$ cat config.mk
export PLATFORM = sky130hd
export DESIGN_NAME = rv_core_top
export DESIGN_NICKNAME = d
export VERILOG_FILES = /design/src/rv_pkg.sv /design/src/id_ex_if.sv /design/src/rv_core_top.sv /design/src/rv_execute.sv /design/src/rv_decode.sv /design/src/rv_regfile.sv /design/src/rv_fetch.sv
export SDC_FILE = /design/constraint.sdc
export NUM_CORES = 2
export LEC_CHECK = 0
export ABC_AREA = 0
export BUFFER_PORTS_ARGS = -buffer_cell sky130_fd_sc_hd__buf_2
export CAP_MARGIN = 0
export CORE_UTILIZATION = 23
export CTS_CLUSTER_DIAMETER = 200
export DETAILED_ROUTE_END_ITERATION = 12
export HOLD_SLACK_MARGIN = 0.15
export REMOVE_ABC_BUFFERS = 1
export SLEW_MARGIN = 20
export SYNTH_ARGS = -nofsm -noshare
export SYNTH_HDL_FRONTEND = slang
export SYNTH_HIERARCHICAL = 1
export SYNTH_SLANG_ARGS = --single-unit
export TNS_END_PERCENT = 50
$ cat constraint.sdc
create_clock -name clk -period 16.8 [get_ports clk]
set_input_delay 3.36 -clock clk [delete_from_list [all_inputs] [get_ports clk]]
set_output_delay 3.36 -clock clk [all_outputs]
set_load 0.03 [all_outputs]
$ cat src/rv_pkg.sv
`default_nettype none

package rv_pkg;

  // ========================================================================
  // Widths and machine constants
  // ========================================================================
  localparam int XLEN      = 32;
  localparam int REG_COUNT = 32;

  typedef logic [XLEN-1:0] word_t;
  typedef logic [4:0]      reg_idx_t;
  typedef logic [31:0]     instr_t;

  localparam word_t  RESET_PC  = 32'h0000_0000;
  // ADDI x0, x0, 0
  localparam instr_t NOP_INSTR = 32'h0000_0013;

  // ========================================================================
  // Major opcodes
  // ========================================================================
  localparam logic [6:0] OPC_OP     = 7'b0110011;
  localparam logic [6:0] OPC_OP_IMM = 7'b0010011;
  localparam logic [6:0] OPC_LUI    = 7'b0110111;
  localparam logic [6:0] OPC_AUIPC  = 7'b0010111;
  localparam logic [6:0] OPC_BRANCH = 7'b1100011;
  localparam logic [6:0] OPC_JAL    = 7'b1101111;
  localparam logic [6:0] OPC_JALR   = 7'b1100111;
  localparam logic [6:0] OPC_LOAD   = 7'b0000011;
  localparam logic [6:0] OPC_STORE  = 7'b0100011;

  // ALU operations, PASS_B forwards operand b for LUI
  typedef enum logic [3:0] {
    ALU_ADD,
    ALU_SUB,
    ALU_SLL,
    ALU_SLT,
    ALU_SLTU,
    ALU_XOR,
    ALU_SRL,
    ALU_SRA,
    ALU_OR,
    ALU_AND,
    ALU_PASS_B
  } alu_op_e;

endpackage

`default_nettype wire
$ cat src/id_ex_if.sv
`timescale 1ns/1ns
`default_nettype none

interface id_ex_if;
  import rv_pkg::*;

  logic       valid;
  word_t      pc;
  alu_op_e    alu_op;
  word_t      op_a;
  word_t      op_b;
  word_t      store_data;
  reg_idx_t   rd;
  logic       reg_write;
  logic       mem_read;
  logic       mem_write;
  logic       branch;
  logic [2:0] funct3;
  logic       jump;
  // PC + imm, or rs1 + imm for JALR
  word_t      target;

  modport decode_mp (
    output valid, pc, alu_op, op_a, op_b, store_data, rd,
    output reg_write, mem_read, mem_write, branch, funct3, jump, target
  );

  modport execute_mp (
    input valid, pc, alu_op, op_a, op_b, store_data, rd,
    input reg_write, mem_read, mem_write, branch, funct3, jump, target
  );

endinterface

`default_nettype wire

$ cat src/rv_core_top.sv
`timescale 1ns/1ns
`default_nettype none

module rv_core_top (
  input  logic           clk,
  input  logic           rst_n,
  output rv_pkg::word_t  imem_addr_o,
  output logic           imem_req_o,
  input  rv_pkg::instr_t imem_data_i,
  input  logic           imem_ready_i,
  output rv_pkg::word_t  dmem_addr_o,
  output rv_pkg::word_t  dmem_wdata_o,
  output logic           dmem_read_o,
  output logic           dmem_write_o,
  input  rv_pkg::word_t  dmem_rdata_i,
  input  logic           dmem_ready_i,
  output rv_pkg::word_t  debug_pc_o,
  output logic           debug_stall_o
);
  import rv_pkg::*;

  logic     if_valid;
  word_t    if_pc;
  instr_t   if_instr;
  reg_idx_t rs1, rs2;
  word_t    rs1_data, rs2_data;
  logic     wb_en;
  reg_idx_t wb_rd;
  word_t    wb_data;
  logic     redirect_valid;
  word_t    redirect_pc;
  logic     kill;
  logic     mem_wait;
  logic     hazard_stall;
  logic     pipe_stall;

  id_ex_if id_ex_bus ();

  // Either stall source holds fetch
  assign pipe_stall    = hazard_stall | mem_wait;
  assign debug_stall_o = pipe_stall;

  rv_fetch rv_fetch_inst (
    .clk              (clk),
    .rst_n            (rst_n),
    .redirect_valid_i (redirect_valid),
    .redirect_pc_i    (redirect_pc),
    .stall_i          (pipe_stall),
    .imem_addr_o      (imem_addr_o),
    .imem_req_o       (imem_req_o),
    .imem_data_i      (imem_data_i),
    .imem_ready_i     (imem_ready_i),
    .if_valid_o       (if_valid),
    .if_pc_o          (if_pc),
    .if_instr_o       (if_instr),
    .debug_pc_o       (debug_pc_o)
  );

  rv_regfile rv_regfile_inst (
    .clk        (clk),
    .rst_n      (rst_n),
    .rs1_i      (rs1),
    .rs2_i      (rs2),
    .rs1_data_o (rs1_data),
    .rs2_data_o (rs2_data),
    .wb_en_i    (wb_en),
    .wb_rd_i    (wb_rd),
    .wb_data_i  (wb_data)
  );

  rv_decode rv_decode_inst (
    .clk            (clk),
    .rst_n          (rst_n),
    .if_valid_i     (if_valid),
    .if_pc_i        (if_pc),
    .if_instr_i     (if_instr),
    .rs1_o          (rs1),
    .rs2_o          (rs2),
    .rs1_data_i     (rs1_data),
    .rs2_data_i     (rs2_data),
    .wb_en_i        (wb_en),
    .wb_rd_i        (wb_rd),
    .kill_i         (kill),
    .mem_wait_i     (mem_wait),
    .hazard_stall_o (hazard_stall),
    .ex             (id_ex_bus.decode_mp)
  );

  rv_execute rv_execute_inst (
    .clk              (clk),
    .rst_n            (rst_n),
    .ex               (id_ex_bus.execute_mp),
    .dmem_addr_o      (dmem_addr_o),
    .dmem_wdata_o     (dmem_wdata_o),
    .dmem_read_o      (dmem_read_o),
    .dmem_write_o     (dmem_write_o),
    .dmem_rdata_i     (dmem_rdata_i),
    .dmem_ready_i     (dmem_ready_i),
    .mem_wait_o       (mem_wait),
    .redirect_valid_o (redirect_valid),
    .redirect_pc_o    (redirect_pc),
    .kill_o           (kill),
    .wb_en_o          (wb_en),
    .wb_rd_o          (wb_rd),
    .wb_data_o        (wb_data)
  );

endmodule

`default_nettype wire

$ cat src/rv_execute.sv
`timescale 1ns/1ns
`default_nettype none

module rv_execute (
  input  logic             clk,
  input  logic             rst_n,
  id_ex_if.execute_mp      ex,
  output rv_pkg::word_t    dmem_addr_o,
  output rv_pkg::word_t    dmem_wdata_o,
  output logic             dmem_read_o,
  output logic             dmem_write_o,
  input  rv_pkg::word_t    dmem_rdata_i,
  input  logic             dmem_ready_i,
  output logic             mem_wait_o,
  output logic             redirect_valid_o,
  output rv_pkg::word_t    redirect_pc_o,
  output logic             kill_o,
  output logic             wb_en_o,
  output rv_pkg::reg_idx_t wb_rd_o,
  output rv_pkg::word_t    wb_data_o
);
  import rv_pkg::*;

  word_t    alu_res;
  word_t    result;
  logic     br_cond;
  logic     taken;
  logic     wb_en_q;
  reg_idx_t wb_rd_q;
  word_t    wb_data_q;

  // ========================================================================
  // ALU
  // ========================================================================
  always_comb begin
    case (ex.alu_op)
      ALU_ADD:  alu_res = ex.op_a + ex.op_b;
      ALU_SUB:  alu_res = ex.op_a - ex.op_b;
      ALU_SLL:  alu_res = ex.op_a << ex.op_b[4:0];
      ALU_SLT:  alu_res = word_t'($signed(ex.op_a) < $signed(ex.op_b));
      ALU_SLTU: alu_res = word_t'(ex.op_a < ex.op_b);
      ALU_XOR:  alu_res = ex.op_a ^ ex.op_b;
      ALU_SRL:  alu_res = ex.op_a >> ex.op_b[4:0];
      ALU_SRA:  alu_res = $signed(ex.op_a) >>> ex.op_b[4:0];
      ALU_OR:   alu_res = ex.op_a | ex.op_b;
      ALU_AND:  alu_res = ex.op_a & ex.op_b;
      default:  alu_res = ex.op_b;
    endcase
  end

  // Branch compare on the raw register operands
  always_comb begin
    case (ex.funct3)
      3'b000:  br_cond = ex.op_a == ex.op_b;
      3'b001:  br_cond = ex.op_a != ex.op_b;
      3'b100:  br_cond = $signed(ex.op_a) < $signed(ex.op_b);
      3'b101:  br_cond = $signed(ex.op_a) >= $signed(ex.op_b);
      3'b110:  br_cond = ex.op_a < ex.op_b;
      3'b111:  br_cond = ex.op_a >= ex.op_b;
      default: br_cond = 1'b0;
    endcase
  end

  assign taken            = ex.valid && (ex.jump || (ex.branch && br_cond));
  assign redirect_valid_o = taken;
  assign redirect_pc_o    = ex.target;
  assign kill_o           = taken;

  // ========================================================================
  // Data memory, held until ready
  // ========================================================================
  assign dmem_addr_o  = alu_res;
  assign dmem_wdata_o = ex.store_data;
  assign dmem_read_o  = ex.valid && ex.mem_read;
  assign dmem_write_o = ex.valid && ex.mem_write;
  assign mem_wait_o   = (dmem_read_o || dmem_write_o) && !dmem_ready_i;

  always_comb begin
    if (ex.jump) begin
      result = ex.pc + word_t'(4);
    end else if (ex.mem_read) begin
      result = dmem_rdata_i;
    end else begin
      result = alu_res;
    end
  end

  // EX/WB, empty while an access waits
  always_ff @(posedge clk or negedge rst_n) begin
    if (!rst_n) begin
      wb_en_q <= 1'b0;
    end else begin
      wb_en_q <= ex.valid && ex.reg_write && !mem_wait_o;
    end
  end

  always_ff @(posedge clk) begin
    wb_rd_q   <= ex.rd;
    wb_data_q <= result;
  end

  assign wb_en_o   = wb_en_q;
  assign wb_rd_o   = wb_rd_q;
  assign wb_data_o = wb_data_q;

endmodule

`default_nettype wire

$ cat src/rv_decode.sv
`timescale 1ns/1ns
`default_nettype none

module rv_decode (
  input  logic             clk,
  input  logic             rst_n,
  input  logic             if_valid_i,
  input  rv_pkg::word_t    if_pc_i,
  input  rv_pkg::instr_t   if_instr_i,
  output rv_pkg::reg_idx_t rs1_o,
  output rv_pkg::reg_idx_t rs2_o,
  input  rv_pkg::word_t    rs1_data_i,
  input  rv_pkg::word_t    rs2_data_i,
  input  logic             wb_en_i,
  input  rv_pkg::reg_idx_t wb_rd_i,
  input  logic             kill_i,
  input  logic             mem_wait_i,
  output logic             hazard_stall_o,
  id_ex_if.decode_mp       ex
);
  import rv_pkg::*;

  function automatic alu_op_e alu_from_funct(input logic [2:0] f3, input logic alt);
    alu_op_e op;
    case (f3)
      3'b000:  op = alt ? ALU_SUB : ALU_ADD;
      3'b001:  op = ALU_SLL;
      3'b010:  op = ALU_SLT;
      3'b011:  op = ALU_SLTU;
      3'b100:  op = ALU_XOR;
      3'b101:  op = alt ? ALU_SRA : ALU_SRL;
      3'b110:  op = ALU_OR;
      default: op = ALU_AND;
    endcase
    return op;
  endfunction

  instr_t     instr;
  logic [6:0] opcode;
  logic [2:0] funct3;
  word_t      imm_i, imm_s, imm_b, imm_u, imm_j;
  logic       known, use_rs1, use_rs2;
  logic       d_reg_write, d_mem_read, d_mem_write, d_branch, d_jump;
  alu_op_e    d_alu_op;
  word_t      d_op_a, d_op_b, d_target;
  logic       rs1_busy, rs2_busy, issue;

  // Empty slot decodes as a NOP so its register fields read x0
  assign instr  = if_valid_i ? if_instr_i : NOP_INSTR;
  assign opcode = instr[6:0];
  assign funct3 = instr[14:12];
  assign rs1_o  = instr[19:15];
  assign rs2_o  = instr[24:20];

  assign imm_i = {{20{instr[31]}}, instr[31:20]};
  assign imm_s = {{20{instr[31]}}, instr[31:25], instr[11:7]};
  assign imm_b = {{19{instr[31]}}, instr[31], instr[7], instr[30:25], instr[11:8], 1'b0};
  assign imm_u = {instr[31:12], 12'b0};
  assign imm_j = {{11{instr[31]}}, instr[31], instr[19:12], instr[20], instr[30:21], 1'b0};

  // ========================================================================
  // Control and operand selection
  // ========================================================================
  always_comb begin
    known       = 1'b1;
    use_rs1     = 1'b0;
    use_rs2     = 1'b0;
    d_reg_write = 1'b0;
    d_mem_read  = 1'b0;
    d_mem_write = 1'b0;
    d_branch    = 1'b0;
    d_jump      = 1'b0;
    d_alu_op    = ALU_ADD;
    d_op_a      = rs1_data_i;
    d_op_b      = rs2_data_i;
    d_target    = if_pc_i + imm_b;
    case (opcode)
      OPC_OP: begin
        use_rs1     = 1'b1;
        use_rs2     = 1'b1;
        d_reg_write = 1'b1;
        d_alu_op    = alu_from_funct(funct3, instr[30]);
      end
      OPC_OP_IMM: begin
        use_rs1     = 1'b1;
        d_reg_write = 1'b1;
        d_op_b      = imm_i;
        // Only SRAI carries the alternate bit
        d_alu_op    = alu_from_funct(funct3, instr[30] && (funct3 == 3'b101));
      end
      OPC_LUI: begin
        d_reg_write = 1'b1;
        d_op_b      = imm_u;
        d_alu_op    = ALU_PASS_B;
      end
      OPC_AUIPC: begin
        d_reg_write = 1'b1;
        d_op_a      = if_pc_i;
        d_op_b      = imm_u;
      end
      OPC_BRANCH: begin
        use_rs1  = 1'b1;
        use_rs2  = 1'b1;
        d_branch = 1'b1;
      end
      OPC_JAL: begin
        d_reg_write = 1'b1;
        d_jump      = 1'b1;
        d_target    = if_pc_i + imm_j;
      end
      OPC_JALR: begin
        use_rs1     = 1'b1;
        d_reg_write = 1'b1;
        d_jump      = 1'b1;
        d_target    = (rs1_data_i + imm_i) & ~word_t'(1);
      end
      OPC_LOAD: begin
        use_rs1     = 1'b1;
        d_reg_write = 1'b1;
        d_mem_read  = 1'b1;
        d_op_b      = imm_i;
      end
      OPC_STORE: begin
        use_rs1     = 1'b1;
        use_rs2     = 1'b1;
        d_mem_write = 1'b1;
        d_op_b      = imm_s;
      end
      default: known = 1'b0;
    endcase
  end

  // ========================================================================
  // Interlock against pending writes in execute and write-back
  // ========================================================================
  assign rs1_busy = (rs1_o != '0) &&
                    ((ex.valid && ex.reg_write && (ex.rd == rs1_o)) ||
                     (wb_en_i && (wb_rd_i == rs1_o)));
  assign rs2_busy = (rs2_o != '0) &&
                    ((ex.valid && ex.reg_write && (ex.rd == rs2_o)) ||
                     (wb_en_i && (wb_rd_i == rs2_o)));

  assign hazard_stall_o = if_valid_i && ((use_rs1 && rs1_busy) || (use_rs2 && rs2_busy));
  assign issue          = if_valid_i && known && !hazard_stall_o && !kill_i;

  // ID/EX control, a bubble when nothing issues
  always_ff @(posedge clk or negedge rst_n) begin
    if (!rst_n) begin
      ex.valid     <= 1'b0;
      ex.reg_write <= 1'b0;
      ex.mem_read  <= 1'b0;
      ex.mem_write <= 1'b0;
      ex.branch    <= 1'b0;
      ex.jump      <= 1'b0;
    end else if (!mem_wait_i) begin
      ex.valid     <= issue;
      ex.reg_write <= issue && d_reg_write;
      ex.mem_read  <= issue && d_mem_read;
      ex.mem_write <= issue && d_mem_write;
      ex.branch    <= issue && d_branch;
      ex.jump      <= issue && d_jump;
    end
  end

  always_ff @(posedge clk) begin
    if (!mem_wait_i) begin
      ex.pc         <= if_pc_i;
      ex.alu_op     <= d_alu_op;
      ex.op_a       <= d_op_a;
      ex.op_b       <= d_op_b;
      ex.store_data <= rs2_data_i;
      ex.rd         <= instr[11:7];
      ex.funct3     <= funct3;
      ex.target     <= d_target;
    end
  end

endmodule

`default_nettype wire

$ cat src/rv_regfile.sv
`timescale 1ns/1ns
`default_nettype none

module rv_regfile (
  input  logic             clk,
  input  logic             rst_n,
  input  rv_pkg::reg_idx_t rs1_i,
  input  rv_pkg::reg_idx_t rs2_i,
  output rv_pkg::word_t    rs1_data_o,
  output rv_pkg::word_t    rs2_data_o,
  input  logic             wb_en_i,
  input  rv_pkg::reg_idx_t wb_rd_i,
  input  rv_pkg::word_t    wb_data_i
);
  import rv_pkg::*;

  word_t regs [REG_COUNT];

  always_ff @(posedge clk or negedge rst_n) begin
    if (!rst_n) begin
      for (int i = 0; i < REG_COUNT; i++) begin
        regs[i] <= '0;
      end
    end else if (wb_en_i && (wb_rd_i != '0)) begin
      regs[wb_rd_i] <= wb_data_i;
    end
  end

  // x0 always reads as zero
  assign rs1_data_o = (rs1_i == '0) ? '0 : regs[rs1_i];
  assign rs2_data_o = (rs2_i == '0) ? '0 : regs[rs2_i];

endmodule

`default_nettype wire

$ cat src/rv_fetch.sv
`timescale 1ns/1ns
`default_nettype none

module rv_fetch (
  input  logic           clk,
  input  logic           rst_n,
  input  logic           redirect_valid_i,
  input  rv_pkg::word_t  redirect_pc_i,
  input  logic           stall_i,
  output rv_pkg::word_t  imem_addr_o,
  output logic           imem_req_o,
  input  rv_pkg::instr_t imem_data_i,
  input  logic           imem_ready_i,
  output logic           if_valid_o,
  output rv_pkg::word_t  if_pc_o,
  output rv_pkg::instr_t if_instr_o,
  output rv_pkg::word_t  debug_pc_o
);
  import rv_pkg::*;

  word_t  pc_q;
  word_t  redir_pc_q;
  logic   redir_pend_q;
  logic   if_valid_q;
  word_t  if_pc_q;
  instr_t if_instr_q;
  logic   hold_valid_q;
  word_t  hold_pc_q;
  instr_t hold_instr_q;
  logic   take;
  logic   req_open;

  // No new request while a fetched word sits in the hold slot
  assign imem_req_o  = !hold_valid_q;
  assign imem_addr_o = pc_q;
  assign take        = imem_req_o && imem_ready_i;
  assign req_open    = imem_req_o && !imem_ready_i;

  // ========================================================================
  // PC and valid bits
  // ========================================================================
  always_ff @(posedge clk or negedge rst_n) begin
    if (!rst_n) begin
      pc_q         <= RESET_PC;
      redir_pend_q <= 1'b0;
      if_valid_q   <= 1'b0;
      hold_valid_q <= 1'b0;
    end else if (redirect_valid_i) begin
      if_valid_q   <= 1'b0;
      hold_valid_q <= 1'b0;
      // Unanswered request keeps its address, the answer gets dropped
      redir_pend_q <= req_open;
      if (!req_open) begin
        pc_q <= redirect_pc_i;
      end
    end else if (redir_pend_q) begin
      if (imem_ready_i) begin
        pc_q         <= redir_pc_q;
        redir_pend_q <= 1'b0;
      end
    end else begin
      if (!stall_i) begin
        if_valid_q   <= hold_valid_q || take;
        hold_valid_q <= 1'b0;
      end else if (take && if_valid_q) begin
        hold_valid_q <= 1'b1;
      end else if (take) begin
        if_valid_q <= 1'b1;
      end
      if (take) begin
        pc_q <= pc_q + word_t'(4);
      end
    end
  end

  // Payload, qualified by the valid bits above
  always_ff @(posedge clk) begin
    if (redirect_valid_i) begin
      redir_pc_q <= redirect_pc_i;
    end
    if (!stall_i && hold_valid_q) begin
      if_pc_q    <= hold_pc_q;
      if_instr_q <= hold_instr_q;
    end else if (take && (!stall_i || !if_valid_q)) begin
      if_pc_q    <= pc_q;
      if_instr_q <= imem_data_i;
    end
    if (take && stall_i && if_valid_q) begin
      hold_pc_q    <= pc_q;
      hold_instr_q <= imem_data_i;
    end
  end

  assign if_valid_o = if_valid_q;
  assign if_pc_o    = if_pc_q;
  assign if_instr_o = if_instr_q;
  assign debug_pc_o = pc_q;

endmodule

`default_nettype wire

==> metrics.txt <==
ys async rst share=74.3%; drt wl/cell=28.7 µm; Worst-path clk slew=0.07 ns; drt total wl=336000 µm; Leak=39.5 nW; clk_skew=0.0673 ns; DPL Wire Length=222000 µm; fmax=113 MHz; Num Clock Sinks=1435; fill count=38100; initial DRC count=6755; CTS buffer count=162; global-route wire length before repair=475000 µm; 1st-pass router iterations=10; Post-CTS Setup Inserts=0; worst slew pin tran=1.22 ns; RSZ-0062 raised after global routing=false; Hold WS=0.393 ns; initial antenna violation count=27; Hold Crit Start=rv_regfile_inst/regs[1010]; commonest non-fill, non-tap cell in the layout=mux2_2; reg2reg start=rv_fetch_inst/if_valid_o; leading area contributor after synthesis=dfrtp_1; Hold Crit Class=flop to flop; Die X=611 µm; Max Buffers Root-to-Sink=4; critical path peak fanout=18; Worst EP required=13.44 ns; Residual DRC=0; Final TNS setup=0 ns; critical path's top delay family=compound AO/OA/AOI/OAI gates; latest clock arrival within the worst-skew pair=0.86 ns; Crit. Startpoint=rv_decode_inst/ex.op_b[1]; Chip Height=611 µm; crit path DAT=5.51 ns; CTS tree=done; CP bufs+invs=2; fin. max-slew vios=0; share of layout cells above drive strength 1=36.3%; largest net degree at the start of global routing=205; core region area=369000 µm²; Setup Crit Path Kind=flop to primary output; FP Rows=223; Avg Inst Size Synth=12.5 µm²; critical path startpoint category=flop; area share of the largest cell type after synthesis=31.3%; total global-route track usage=17.4%; Clock Root Buffer=clkbuf_16; cell mode on critical path=a21oi_1; Synth Cell Area=85300 µm²; nature of the critical path endpoint=primary output; gp weighted congestion=0.954; top cells by area, synth=dfrtp_1 (31%), mux2_2 (15%), mux4_2 (14%); # H-tree levels=4; vias=62800; count of cell types in the netlist=109; post-synthesis register bit count=1435; Antenna Violating Nets Remaining=0; final setup fails=0; sequential share of the synthesized area=43.8%; power density over the cells=103 nW/µm²; fin crit share=52.8%; port buffer count=199; Rel. slew slack=18.6%; vias in the first global route=62500; hold path depth=0; DR vias/cell=5.37; most frequent cells in the layout=mux2_2 (1150), dfrtp_1 (1066), mux4_2 (519); CP max stage delay=0.85 ns; worst vdd rail ir drop=0.0783 mV; critical path cell sequence=inv_2, fa_1, nor2b_1, o311ai_1, a21oi_1, o31ai_1, o211ai_1, a21oi_1, a21oi_1, a2111oi_0, a21oi_1, buf_2; synthesized instance count=6798; number of cells on the critical path=12; Post-synth EDFFs=332; Post-synth top flop=dfrtp_1; hold buffer count at CTS=0; final hold violation count=0; reg2reg path depth=21; synth-to-layout area growth=12.7%; Initial Utilization=23.1%; die area=373000 µm²; CP max-delay cell=edfxtp_1; Tot Pwr=0.00987 W; Period minus WS final=8.87 ns; yosys warns=6; GRT overflow=0; max capacitance violation total=0; # IOs=200; Nets=6828; Post-CTS Resized=0; outcome=finished clean
==> cells in the mapped netlist (142+ instances only) <==
master / count
a21oi_1: 227
nand2_1: 300
dfrtp_1: 1066
nor2_1: 232
mux4_2: 519
ha_1: 162
clkbuf_1: 381
buf_4: 142
mux2i_1: 173
buf_2: 181
o21ai_0: 297
mux2_2: 1150
edfxtp_1: 332
inv_1: 142
==> state kept, by name, summed over array words and instances (netlist names), 3 cells and up <==
register	cells
rv_fetch_inst/if_instr_o	32
rv_decode_inst/ex.pc	32
rv_decode_inst/ex.op_b	32
rv_fetch_inst/if_pc_o	32
rv_execute_inst/wb_rd_o	5
rv_decode_inst/ex.alu_op	4
rv_decode_inst/ex.store_data	32
rv_fetch_inst/hold_instr_q	32
rv_regfile_inst/regs	1024
rv_decode_inst/ex.op_a	32
rv_decode_inst/ex.rd	5
rv_fetch_inst/redir_pc_q	32
rv_fetch_inst/debug_pc_o	32
rv_decode_inst/ex.target	32
rv_decode_inst/ex.funct3	3
rv_fetch_inst/hold_pc_q	32
rv_execute_inst/wb_data_o	32
==> cells by family (layout without fill, tap and decap cells) <==
logic type,Yosys count,after routing,synth area share [%]
adders and majority gates,166,166,2.47
muxes,1858,1858,31.2
buffers and inverters,885,805,4.90
xor gates and xnor gates,107,107,1.10
AOI/OAI and AO/OA,1333,1333,10.7
and+or+nand+nor,1014,1014,5.85
DFF,1435,1435,43.8
other,0,23,0
==> report_power, final <==
part           switching, W  total (W)  internal (W)
logic               0.00129    0.00204      0.000743
clock network       0.00150    0.00355       0.00205
registers          0.000453    0.00428       0.00383
total               0.00324    0.00987       0.00662
==> final timing paths <==
kind,slack [ns],to
worst min-delay path,0.39,rv_regfile_inst/regs[1010]
worst max register to register,9.07,rv_decode_inst/ex.target[30]
max in group asynchronous,11.10,rv_fetch_inst/debug_pc_o[7]
worst min register to register,0.39,rv_regfile_inst/regs[1010]
worst max-delay path,7.93,dmem_addr_o[8]
min in group asynchronous,2.62,rv_regfile_inst/regs[1014]
==> area by class of cell <==
class | instances | area, µm² | share of cell area [%]
Clock inverter | 47 | 462 | 0.480
Antenna cell | 23 | 57.6 | 0.0599
Tap cell | 4950 | 6190 | 6.45
Clock buffer | 241 | 4730 | 4.92
Timing Repair Buffer | 370 | 2370 | 2.46
Multi-Input combinational cell | 4478 | 44300 | 46.1
Inverter | 147 | 589 | 0.613
Sequential cell | 1435 | 37400 | 38.9
==> worst register-to-register path, stage by stage (launching register included) <==
cell	delay (ns)
dfrtp_1	0.32
buf_4	0.40
nand2_1	0.34
inv_6	0.45
buf_4	0.64
buf_4	0.61
nor2b_4	0.15
buf_4	0.35
a221oi_1	0.36
o21ai_0	0.13
a311oi_1	0.79
ha_1	0.43
nor2b_1	0.17
o21ai_1	0.18
a21boi_1	0.14
o31ai_1	0.46
o31ai_2	0.19
a2111oi_2	0.62
nor4_1	0.16
nor2_1	0.18
o21ai_0	0.11
a221o_1	0.34
==> routing by layer <==
layer  global-route usage (%)  share of wire, %
met3                     4.21               8.7
met4                     9.21               6.0
met5                        0             0.038
met1                     21.7                39
met2                     27.8                46
==> metrics by stage <==
stage | area [µm²] | std cells | setup slack, ns | utilization, %
4_1_cts | 96000 | 11700 | 8.00 | 26.0
6_report | 96100 | 11700 | 7.93 | 26.0
3_5_place_dp | 90800 | 11400 | 8.87 | 24.6
3_3_place_gp | 90800 | 11400 | 8.59 | 24.6
2_1_floorplan | 81700 | 6060 | 2.26 | -
5_1_grt | 96000 | 11700 | 7.66 | 26.0
(Power assumes the default switching activity.)
